==> src/hdl/pq_ctrl_pkg.sv <==
package pq_ctrl_pkg;

  ////////////////////////////////////////
  // Control FSM states
  ////////////////////////////////////////

  typedef enum logic [3:0] {
    IDLE            = 4'd0,
    ENQ_LOAD        = 4'd1,
    ENQ_READ        = 4'd2,
    ENQ_COMPARE     = 4'd3,
    ENQ_SWAP        = 4'd4,
    ENQ_PLACE       = 4'd5,
    DEQ_READ        = 4'd6,
    DEQ_PRESENT     = 4'd7,
    DEQ_SHIFT_READ  = 4'd8,
    DEQ_SHIFT_WRITE = 4'd9,
    DEQ_CLEAR       = 4'd10
  } pq_state_t;

  // Carry register source
  typedef enum logic {
    SEL_INPUT = 1'b0,
    SEL_RAM   = 1'b1
  } in_sel_t;

endpackage

==> src/hdl/pq_data_pkg.sv <==
package pq_data_pkg;

  ////////////////////////////////////////
  // Queue geometry
  ////////////////////////////////////////

  // Key width in bits
  localparam int KEY_W = 16;

  // Number of key slots in the block RAM
  localparam int DEPTH = 16;

  // Slot index width, log2 of DEPTH
  localparam int ADDR_W = 4;

  ////////////////////////////////////////
  // Vector types
  ////////////////////////////////////////

  typedef logic [KEY_W-1:0] key_t;
  typedef logic [ADDR_W-1:0] addr_t;

  // One extra bit so a full queue reads as DEPTH
  typedef logic [ADDR_W:0] count_t;

  // Fill value for a free slot, sorts after every real key
  localparam key_t SENTINEL = '1;

endpackage
==> src/hdl/pq_top.sv <==
`timescale 1ns/1ps

module pq_top (
  input  logic                 clk,
  input  logic                 rst,
  input  logic                 enq,
  input  pq_data_pkg::key_t    enq_key,
  input  logic                 deq,
  output logic                 busy,
  output logic                 deq_valid,
  output pq_data_pkg::key_t    deq_key,
  output logic                 full,
  output logic                 empty,
  output pq_data_pkg::count_t  count
);

  // Key RAM port
  pq_data_pkg::addr_t    rd_addr;
  pq_data_pkg::addr_t    wr_addr;
  pq_data_pkg::key_t     wr_data;
  pq_data_pkg::key_t     rd_data;
  logic                  we;

  // Datapath control and results
  logic                  load;
  pq_ctrl_pkg::in_sel_t  in_sel;
  pq_data_pkg::key_t     carry_key;
  logic                  carry_less;

  // Occupancy updates
  logic                  inc;
  logic                  dec;

  ////////////////////////////////////////
  // Instances
  ////////////////////////////////////////

  pq_control_fsm pq_control_fsm_i (
    .clk        (clk),
    .rst        (rst),
    .enq        (enq),
    .deq        (deq),
    .full       (full),
    .empty      (empty),
    .count      (count),
    .carry_less (carry_less),
    .rd_data    (rd_data),
    .carry_key  (carry_key),
    .busy       (busy),
    .deq_valid  (deq_valid),
    .deq_key    (deq_key),
    .rd_addr    (rd_addr),
    .we         (we),
    .wr_addr    (wr_addr),
    .wr_data    (wr_data),
    .load       (load),
    .in_sel     (in_sel),
    .inc        (inc),
    .dec        (dec)
  );

  pq_status_regs pq_status_regs_i (
    .clk   (clk),
    .rst   (rst),
    .inc   (inc),
    .dec   (dec),
    .count (count),
    .full  (full),
    .empty (empty)
  );

  pq_datapath pq_datapath_i (
    .clk        (clk),
    .rst        (rst),
    .load       (load),
    .in_sel     (in_sel),
    .enq_key    (enq_key),
    .rd_data    (rd_data),
    .carry_key  (carry_key),
    .carry_less (carry_less)
  );

  pq_key_ram pq_key_ram_i (
    .clk     (clk),
    .we      (we),
    .wr_addr (wr_addr),
    .wr_data (wr_data),
    .rd_addr (rd_addr),
    .rd_data (rd_data)
  );

endmodule

==> src/hdl/pq_control_fsm.sv <==
`timescale 1ns/1ps

module pq_control_fsm (
  input  logic                   clk,
  input  logic                   rst,
  input  logic                   enq,
  input  logic                   deq,
  input  logic                   full,
  input  logic                   empty,
  input  pq_data_pkg::count_t    count,
  input  logic                   carry_less,
  input  pq_data_pkg::key_t      rd_data,
  input  pq_data_pkg::key_t      carry_key,
  output logic                   busy,
  output logic                   deq_valid,
  output pq_data_pkg::key_t      deq_key,
  output pq_data_pkg::addr_t     rd_addr,
  output logic                   we,
  output pq_data_pkg::addr_t     wr_addr,
  output pq_data_pkg::key_t      wr_data,
  output logic                   load,
  output pq_ctrl_pkg::in_sel_t   in_sel,
  output logic                   inc,
  output logic                   dec
);

  pq_ctrl_pkg::pq_state_t state;
  pq_ctrl_pkg::pq_state_t next_state;

  // Slot index for the enqueue walk and the dequeue shift
  pq_data_pkg::addr_t     idx;
  pq_data_pkg::addr_t     idx_next;
  pq_data_pkg::count_t    idx_inc;

  assign idx_inc = {1'b0, idx} + pq_data_pkg::count_t'(1);

  ////////////////////////////////////////
  // State and index registers
  ////////////////////////////////////////

  always_ff @(posedge clk)
  begin
    if (rst)
    begin
      state <= pq_ctrl_pkg::IDLE;
      idx   <= '0;
    end
    else
    begin
      state <= next_state;
      idx   <= idx_next;
    end
  end

  ////////////////////////////////////////
  // Next state and control strobes
  ////////////////////////////////////////

  always_comb
  begin
    next_state = state;
    idx_next   = idx;
    rd_addr    = idx;
    we         = 1'b0;
    wr_addr    = idx;
    wr_data    = carry_key;
    load       = 1'b0;
    in_sel     = pq_ctrl_pkg::SEL_INPUT;
    inc        = 1'b0;
    dec        = 1'b0;

    case (state)
      pq_ctrl_pkg::IDLE:
      begin
        // enq has priority, full or empty turns a command into a no-op
        if (enq)
        begin
          if (!full)
          begin
            load       = 1'b1;
            next_state = pq_ctrl_pkg::ENQ_LOAD;
          end
        end
        else if (deq && !empty)
        begin
          next_state = pq_ctrl_pkg::DEQ_READ;
        end
      end

      pq_ctrl_pkg::ENQ_LOAD:
      begin
        idx_next = '0;
        if (count == '0)
        begin
          next_state = pq_ctrl_pkg::ENQ_PLACE;
        end
        else
        begin
          next_state = pq_ctrl_pkg::ENQ_READ;
        end
      end

      pq_ctrl_pkg::ENQ_READ:
      begin
        next_state = pq_ctrl_pkg::ENQ_COMPARE;
      end

      // Slot key arrives here, rd_addr held so it stays for the swap
      pq_ctrl_pkg::ENQ_COMPARE:
      begin
        next_state = pq_ctrl_pkg::ENQ_SWAP;
      end

      pq_ctrl_pkg::ENQ_SWAP:
      begin
        // Carry goes into the slot, the old slot key becomes the carry
        if (carry_less)
        begin
          we     = 1'b1;
          load   = 1'b1;
          in_sel = pq_ctrl_pkg::SEL_RAM;
        end
        idx_next = idx_inc[pq_data_pkg::ADDR_W-1:0];
        if (idx_inc == count)
        begin
          next_state = pq_ctrl_pkg::ENQ_PLACE;
        end
        else
        begin
          next_state = pq_ctrl_pkg::ENQ_READ;
        end
      end

      // idx equals count here, the first free slot
      pq_ctrl_pkg::ENQ_PLACE:
      begin
        we         = 1'b1;
        inc        = 1'b1;
        next_state = pq_ctrl_pkg::IDLE;
      end

      pq_ctrl_pkg::DEQ_READ:
      begin
        rd_addr    = '0;
        dec        = 1'b1;
        next_state = pq_ctrl_pkg::DEQ_PRESENT;
      end

      // count already holds the remaining entries
      pq_ctrl_pkg::DEQ_PRESENT:
      begin
        idx_next = '0;
        if (count == '0)
        begin
          next_state = pq_ctrl_pkg::DEQ_CLEAR;
        end
        else
        begin
          next_state = pq_ctrl_pkg::DEQ_SHIFT_READ;
        end
      end

      pq_ctrl_pkg::DEQ_SHIFT_READ:
      begin
        rd_addr    = idx_inc[pq_data_pkg::ADDR_W-1:0];
        next_state = pq_ctrl_pkg::DEQ_SHIFT_WRITE;
      end

      // Entry idx+1 moves down into idx
      pq_ctrl_pkg::DEQ_SHIFT_WRITE:
      begin
        we       = 1'b1;
        wr_data  = rd_data;
        idx_next = idx_inc[pq_data_pkg::ADDR_W-1:0];
        if (idx_inc == count)
        begin
          next_state = pq_ctrl_pkg::DEQ_CLEAR;
        end
        else
        begin
          next_state = pq_ctrl_pkg::DEQ_SHIFT_READ;
        end
      end

      pq_ctrl_pkg::DEQ_CLEAR:
      begin
        we         = 1'b1;
        wr_data    = pq_data_pkg::SENTINEL;
        next_state = pq_ctrl_pkg::IDLE;
      end

      default:
      begin
        next_state = pq_ctrl_pkg::IDLE;
      end
    endcase
  end

  ////////////////////////////////////////
  // Outputs
  ////////////////////////////////////////

  assign busy      = (state != pq_ctrl_pkg::IDLE);
  assign deq_valid = (state == pq_ctrl_pkg::DEQ_PRESENT);
  // Slot 0 read data, valid while deq_valid is high
  assign deq_key   = rd_data;

endmodule

==> src/hdl/pq_status_regs.sv <==
`timescale 1ns/1ps

module pq_status_regs (
  input  logic                 clk,
  input  logic                 rst,
  input  logic                 inc,
  input  logic                 dec,
  output pq_data_pkg::count_t  count,
  output logic                 full,
  output logic                 empty
);

  pq_data_pkg::count_t count_next;

  ////////////////////////////////////////
  // Next occupancy
  ////////////////////////////////////////

  // Saturate at both ends
  always_comb
  begin
    count_next = count;
    if (inc && !dec && !full)
    begin
      count_next = count + pq_data_pkg::count_t'(1);
    end
    else if (dec && !inc && !empty)
    begin
      count_next = count - pq_data_pkg::count_t'(1);
    end
  end

  ////////////////////////////////////////
  // Count and flags
  ////////////////////////////////////////

  // Flags come from count_next so all three update on one edge
  always_ff @(posedge clk)
  begin
    if (rst)
    begin
      count <= '0;
      full  <= 1'b0;
      empty <= 1'b1;
    end
    else
    begin
      count <= count_next;
      full  <= (count_next == pq_data_pkg::count_t'(pq_data_pkg::DEPTH));
      empty <= (count_next == '0);
    end
  end

endmodule

==> src/hdl/pq_datapath.sv <==
`timescale 1ns/1ps

module pq_datapath (
  input  logic                   clk,
  input  logic                   rst,
  input  logic                   load,
  input  pq_ctrl_pkg::in_sel_t   in_sel,
  input  pq_data_pkg::key_t      enq_key,
  input  pq_data_pkg::key_t      rd_data,
  output pq_data_pkg::key_t      carry_key,
  output logic                   carry_less
);

  pq_data_pkg::key_t carry_d;

  ////////////////////////////////////////
  // Input select
  ////////////////////////////////////////

  // New key on enqueue start, displaced slot key on a swap
  always_comb
  begin
    case (in_sel)
      pq_ctrl_pkg::SEL_INPUT:
      begin
        carry_d = enq_key;
      end
      pq_ctrl_pkg::SEL_RAM:
      begin
        carry_d = rd_data;
      end
      default:
      begin
        carry_d = enq_key;
      end
    endcase
  end

  ////////////////////////////////////////
  // Carry register
  ////////////////////////////////////////

  always_ff @(posedge clk)
  begin
    if (rst)
    begin
      carry_key <= pq_data_pkg::SENTINEL;
    end
    else if (load)
    begin
      carry_key <= carry_d;
    end
  end

  ////////////////////////////////////////
  // Comparator
  ////////////////////////////////////////

  // Strict compare, an equal key stays behind the stored one
  assign carry_less = (carry_key < rd_data);

endmodule

==> src/hdl/pq_key_ram.sv <==
`timescale 1ns/1ps

module pq_key_ram (
  input  logic                clk,
  input  logic                we,
  input  pq_data_pkg::addr_t  wr_addr,
  input  pq_data_pkg::key_t   wr_data,
  input  pq_data_pkg::addr_t  rd_addr,
  output pq_data_pkg::key_t   rd_data
);

  // Key storage, one entry per slot
  pq_data_pkg::key_t mem [pq_data_pkg::DEPTH];

  ////////////////////////////////////////
  // Write port
  ////////////////////////////////////////

  always_ff @(posedge clk)
  begin
    if (we)
    begin
      mem[wr_addr] <= wr_data;
    end
  end

  ////////////////////////////////////////
  // Registered read port
  ////////////////////////////////////////

  // Read-first: a same-cycle write shows up on the next read
  always_ff @(posedge clk)
  begin
    rd_data <= mem[rd_addr];
  end

endmodule

==> config.mk <==
export PLATFORM = sky130hd
export DESIGN_NAME = pq_top
export DESIGN_NICKNAME = d
export VERILOG_FILES = /design/src/hdl/pq_ctrl_pkg.sv /design/src/hdl/pq_data_pkg.sv /design/src/hdl/pq_top.sv /design/src/hdl/pq_control_fsm.sv /design/src/hdl/pq_status_regs.sv /design/src/hdl/pq_datapath.sv /design/src/hdl/pq_key_ram.sv
export SDC_FILE = /design/constraint.sdc
export NUM_CORES = 1
export LEC_CHECK = 0
export BUFFER_PORTS_ARGS = -buffer_cell sky130_fd_sc_hd__buf_2
export CORE_UTILIZATION = 35
export CTS_CLUSTER_DIAMETER = 120
export DETAILED_ROUTE_END_ITERATION = 10
export HOLD_SLACK_MARGIN = 0.02
export SYNTH_ARGS = -nofsm -noshare
export SYNTH_HDL_FRONTEND = slang
export SYNTH_SLANG_ARGS = --single-unit
==> constraint.sdc <==
create_clock -name clk -period 5.4 [get_ports clk]
set_input_delay 0.27 -clock clk [delete_from_list [all_inputs] [get_ports clk]]
set_output_delay 0.27 -clock clk [all_outputs]
set_load 0.02 [all_outputs]
---- Word-level counts from Yosys, hierarchy flattened ----
Memories as Yosys holds them, arrays and structs flattened. A register that Yosys moved wholly into a read port is not among the register bits.
Cells that the tools add are included.
storage, ports and cells
  output and inout port bits .............. 25
  memories kept ........................... 1
  RAM bits ................................ 256
  word-level logic and storage cells ...... 68
  bits in registers ....................... 31
  bits of input ports ..................... 20
memory list
  memory            words  bits a word  read ports  clocked after Yosys merged registers in  write ports  line              text
  pq_key_ram_i.mem  16     16           1           1                                        1            pq_key_ram.sv:13  pq_data_pkg::key_t mem [pq_data_pkg::DEPTH];
operators by class
  $lt $le $gt $ge ......................... 1
  muxes and demuxes ....................... 24
  equal/unequal tests ..................... 14
  $add $sub $neg .......................... 3
  reduce and logical (&&, ||, !) cells .... 18
  bitwise logic cells ..................... 1
operators with widths
  operator                                          count
  case mux 16 bit (2 select lines)                  2
  case mux 4 bit (9 select lines)                   1
  == test 4 x 3 -> 1 bit, second input constant     4
  < comparator 16 bit                               1
  case mux 4 bit (2 select lines)                   2
  == test 4 bit, second input constant              3
  2-to-1 mux 4 bit                                  3
  logical NOT 5 bit                                 2
  2-to-1 mux 5 bit                                  2
  == test 4 x 2 -> 1 bit, second input constant     2
  2-to-1 mux 1 bit                                  8
  2-to-1 mux 3 bit                                  2
  adder 4 x 1 -> 5 bit, second input constant       1
  adder 5 x 1 -> 5 bit, second input constant       1
  == test 5 bit                                     1
  == test 5 bit, second input constant              1
  logical AND 1 bit                                 5
  subtractor 5 x 1 -> 5 bit, second input constant  1
  == test 4 x 1 -> 1 bit, second input constant     1
  logical NOT 1 bit                                 4
  logical NOT 4 bit                                 1
  2-to-1 mux 2 bit                                  2
  case mux 1 bit (2 select lines)                   2
  nonzero test 4 bit                                1
  other kinds (7)                                   8

---- Logic depth before layout (Yosys ltp) ----
  word-level depth ........................ 8
  mapped depth ............................ 10
  depth with buffers taken out ............ 8

---- Modules after synthesis ----
A second synthesis with hierarchy kept.
unflattened totals
  cells, all modules ...................... 812
  area, all modules ....................... 12807.3 um^2
modules (own cells, without submodules)
  module          cells each  instances  seq. area each (um^2)  area an instance (um^2)
  pq_key_ram      432         1          8007.7                 10043.4
  pq_control_fsm  192         1          160.2                  1186.1
  pq_datapath     138         1          320.3                  1133.6
  pq_status_regs  50          1          140.1                  444.2

---- Worst setup path after synthesis ----
No wires, ideal clock.
  kind .................................... register to register
  start ................................... register pq_key_ram_i.rd_data[1], read port of pq_key_ram_i.mem
  end ..................................... memory pq_key_ram_i.mem[10][0] (netlist name) (enable)
  library setup time ...................... 0.394 ns
  data arrival time ....................... 2.837 ns
  data required time ...................... 5.006 ns
  slack ................................... 2.169 ns
  stages on the path, launching flop included .. 9
  period minus slack after synthesis ...... 3.231 ns
  path through ............................ dfxtp_1 inv_1 ha_1 a21o_1 a211o_1 a221oi_1 o21ai_1 clkbuf_1 a21oi_1
between the ends
  longest elaborated chain between the ends .. 5
ends and longest elaborated chain
  what                                    line                   text
  start, declared                         pq_key_ram.sv:9        output pq_data_pkg::key_t rd_data
  < comparator 16 bit                     pq_datapath.sv:60      assign carry_less = (carry_key < rd_data);
  2-to-1 mux 1 bit                        pq_control_fsm.sv:117  if (carry_less)
  case mux 1 bit (2 select lines)         pq_control_fsm.sv:72   case (state)
  2-to-1 mux 1 bit                        pq_key_ram.sv:21       if (we)
  2-to-1 mux 1 bit (implied by the code)  pq_key_ram.sv:23       mem[wr_addr] <= wr_data;
  end, declared                           pq_key_ram.sv:13
No other way between the ends.

---- Worst setup path in the final report ----
  start ................................... register pq_control_fsm_i.state[3]
  end ..................................... register pq_key_ram_i.rd_data[15], read port of pq_key_ram_i.mem
between the ends
  longest elaborated chain between the ends .. 2
ends and longest elaborated chain
  what                                                     line                  text
  start, declared                                          pq_control_fsm.sv:27  pq_ctrl_pkg::pq_state_t state;
  start signal, assigned                                   pq_control_fsm.sv:45  state <= pq_ctrl_pkg::IDLE;
  start signal, assigned                                   pq_control_fsm.sv:50  state <= next_state;
  == test 4 bit or == test 4 x 3 -> 1 bit (tied branches)  pq_control_fsm.sv:72
  case mux 4 bit (2 select lines) (*)                      pq_control_fsm.sv:72
Every way passes the cells marked *; elsewhere a longest branch is shown, timed or not.
A chain may end at the register's enable or synchronous reset.

==> impl_metrics.json <==
{
  "clkLatencyLatePin_ns": 0.57,
  "yosys_most_used_dff": "edfxtp_1",
  "place_congestion": 0.753,
  "final_hold_viol_count": 0,
  "fmax_ghz": 0.269,
  "cp-start-kind": "flop",
  "via_per_inst": 5.15,
  "critPathBufInv": 1,
  "tritoncts.num_buffers": 29,
  "nNetsFinal": 879,
  "maxCapViolations": 0,
  "cts.repair.resized": 0,
  "hold_path.class": "in2reg",
  "p_per_area_mw_per_mm2": 461,
  "design_area_mm2": 0.0146,
  "fin_crit_ns": 3.71,
  "ys_seq_elements": 303,
  "grt_pass1_wl_um": 41000,
  "syn_area_per_cell_um2": 16.2,
  "slew_violations": 0,
  "yosysUniqueCellTypes": 58,
  "ir_drop_mv": 0.253,
  "cts.htree.levels": 1,
  "worstPathCellList": "nor4b_1 -> a211o_4 -> buf_12 -> mux4_2 -> a22oi_1 -> nand2_1",
  "vias": 6797,
  "synth_top_cell_by_area": "edfxtp_1",
  "async_flop_share": 0,
  "dp_hpwl_um": 16100,
  "post_cts_buffers": 0,
  "core_area_mm2": 0.0356,
  "synth_edf_count": 256,
  "crit_fanout": 38,
  "io_pins": 45,
  "cts_buffer_depth": 3,
  "intPower_mw": 4.81,
  "synthesis.instances": 784,
  "routedWlPerCell_um": 21.0,
  "rsz0062_at_grt": "no",
  "yosys_warnings": 0,
  "cts_sinks": 303,
  "die-height_um": 192,
  "ys_top_cells_by_area": "edfxtp_1, mux4_2, dfxtp_1",
  "cts_tree": "done",
  "path_clk_slew_ns": 0.07,
  "leakagePower_nw": 4.79,
  "cpPeakStageDelay_ns": 0.86,
  "worst_pin_slew_ns": 1.18,
  "drive_above_1_share": 0.255,
  "dieArea_mm2": 0.0370,
  "area_growth_pct": 15.2,
  "power_mw": 6.73,
  "initial_core_util": 0.356,
  "status": "completed",
  "gr-usage-all-layers": 0.151,
  "p_sw_mw": 1.92,
  "root_buffer": "clkbuf_16",
  "pwr-share-seq": 0.453,
  "power_frac_comb": 0.224,
  "worstPathRequired_ns": 5.83,
  "grt_max_degree": 65,
  "first_pass_iters": 5,
  "port-buffer-count": 44,
  "dpl-instance-area_mm2": 0.0136,
  "diodes": 0,
  "grt-ovfl-total": 0,
  "fin_skew_ns": 0.0275,
  "switching_share": 0.285,
  "drt_iter0_drc": 539,
  "tns_ns": 0,
  "timing.slew.headroom": 0.205,
  "layout_worst_path_cycle_share": 0.688,
  "antenna_left": 0,
  "rows": 69,
  "end_kind": "flop",
  "crit_family": "simple AND/OR/NAND/NOR gates",
  "die_w_um": 192,
  "hold-worst-slack_ns": 0.0810,
  "yosysSeqAreaShare": 0.681,
  "syn_area_mm2": 0.0127,
  "cp_slowest_cell": "nor4b_1",
  "synth_nets": 826,
  "grt_pass1_vias": 6756,
  "finalSetupViolations": 0,
  "antenna_found_initial": 0,
  "routed_wl_um": 27700,
  "synth_top_area_frac": 0.606,
  "arrival_ns": 4.14,
  "pwr-share-clk": 0.323,
  "critical_path_class": "reg2reg",
  "drc_errors": 0,
  "hold_buffers": 0
}
## cells in the mapped netlist (all sizes together) (2+ instances only)
master and n:
edfxtp 256, mux4 64, nor2 58, dfxtp 47, nand2 43, a22oi 34, a21oi 32, o21ai 31
clkbuf 28, inv 24, ha 22, mux2i 18, buf 16, mux2 16, nor2b 10, nand3 9
a21o 6, nand3b 6, a211oi 5, nand2b 5, nor3 5, xor2 5, nand4 4, xnor2 4
nor3b 3, nor4b 3, o211a 3, or2 3, a211o 2, nor4 2, o211ai 2, o21a 2
## worst paths after layout
path,from,to,slack (ns),depth (start not counted)
max reg2reg,pq_control_fsm_i.state[3],pq_key_ram_i.rd_data[15],1.69,6
max,pq_control_fsm_i.state[3],pq_key_ram_i.rd_data[15],1.69,6
min,enq_key[4],pq_datapath_i.carry_key[4],0.08,4
min reg2reg,pq_key_ram_i.rd_data[8],pq_datapath_i.carry_key[8],0.55,2
## routing by layer
metal | part of all wire | wire length (um) | vias to the layer above | track usage
met5 | 0 | 0 | - | 0
met4 | 0.010 | 289 | 0 | 0.0330
met3 | 0.041 | 1150 | 16 | 0.0160
met2 | 0.52 | 14300 | 152 | 0.272
met1 | 0.43 | 11900 | 3462 | 0.195
li1 | - | - | 3167 | -
## final cells by class
class / count / area, um^2
multi-input combinational: 413 / 3880
tap: 461 / 577
fill: 3183 / 21000
clock buffer: 33 / 761
clock inverter: 20 / 272
inverter: 24 / 90.1
timing repair buffer: 66 / 398
sequential: 303 / 8630
## power by group through the flow
| stage | Sequential [mW] | Combinational [mW] | Clock (mW) |
|---|---|---|---|
| 3_5_place_dp | 3.10 | 1.53 | 0 |
| 6_report | 3.05 | 1.51 | 2.17 |
| 3_3_place_gp | 3.10 | 1.50 | 0 |
| 5_1_grt | 3.07 | 1.67 | 2.29 |
| 2_1_floorplan | 3.07 | 1.10 | 0 |
| 4_1_cts | 3.05 | 1.53 | 2.21 |
## worst min-delay path, stage by stage
cell	delay, ns
buf_2	0.07
mux2_2	0.13
nor2_1	0.03
mux2i_1	0.10
## metrics by stage
| step | worst slack (ns) | util | instances |
|---|---|---|---|
| 2_1_floorplan | 2.17 | - | 784 |
| 3_3_place_gp | 1.74 | 0.382 | 1267 |
| 3_5_place_dp | 1.64 | 0.382 | 1267 |
| 4_1_cts | 1.63 | 0.411 | 1320 |
| 5_1_grt | 1.32 | 0.411 | 1320 |
| 6_report | 1.69 | 0.411 | 1320 |
## registers in the layout, summed over array words and instances (netlist names)
name and count:
pq_status_regs_i.count 5, pq_status_regs_i.full 1, pq_status_regs_i.empty 1, pq_control_fsm_i.state 4, pq_control_fsm_i.wr_addr 4, pq_key_ram_i.mem 256, pq_key_ram_i.rd_data 16, pq_datapath_i.carry_key 16
## cell families after synthesis
| logic type | after synthesis | synth area share |
|---|---|---|
| and+or+nand+nor | 158 | 0.0609 |
| xor gates and xnor gates | 9 | 0.00622 |
| AOI/OAI and AO/OA | 126 | 0.0639 |
| buffers and inverters | 68 | 0.0246 |
| adders and majority gates | 22 | 0.0217 |
| muxes | 98 | 0.142 |
| DFF | 303 | 0.681 |
## cells in the final DEF (no fill, tap or decap), drive strengths merged, types with 2 or more instances in the layout
| cell type | synthesis | layout |
|---|---|---|
| nor4b | 3 | 3 |
| a211oi | 5 | 5 |
| o211a | 3 | 3 |
| mux2 | 16 | 16 |
| dfxtp | 47 | 47 |
| o21ai | 31 | 31 |
| nand2 | 43 | 43 |
| edfxtp | 256 | 256 |
| clkinv | 0 | 11 |
| mux2i | 18 | 18 |
| a21o | 6 | 6 |
| nor3b | 3 | 3 |
| xor2 | 5 | 5 |
| mux4 | 64 | 64 |
| o211ai | 2 | 2 |
| nor4 | 2 | 2 |
| a22oi | 34 | 34 |
| or2 | 3 | 3 |
| a211o | 2 | 2 |
| buf | 16 | 66 |
| nand3 | 9 | 9 |
| nor2b | 10 | 10 |
| inv | 24 | 27 |
| nor3 | 5 | 5 |
| nand4 | 4 | 4 |
| bufinv | 0 | 6 |
| clkbuf | 28 | 33 |
| xnor2 | 4 | 4 |
| o21a | 2 | 2 |
| nor2 | 58 | 58 |
| nand2b | 5 | 5 |
| nand3b | 6 | 6 |
| ha | 22 | 22 |
| a21oi | 32 | 32 |
No activity file was read; power rests on OpenSTA's default activity.
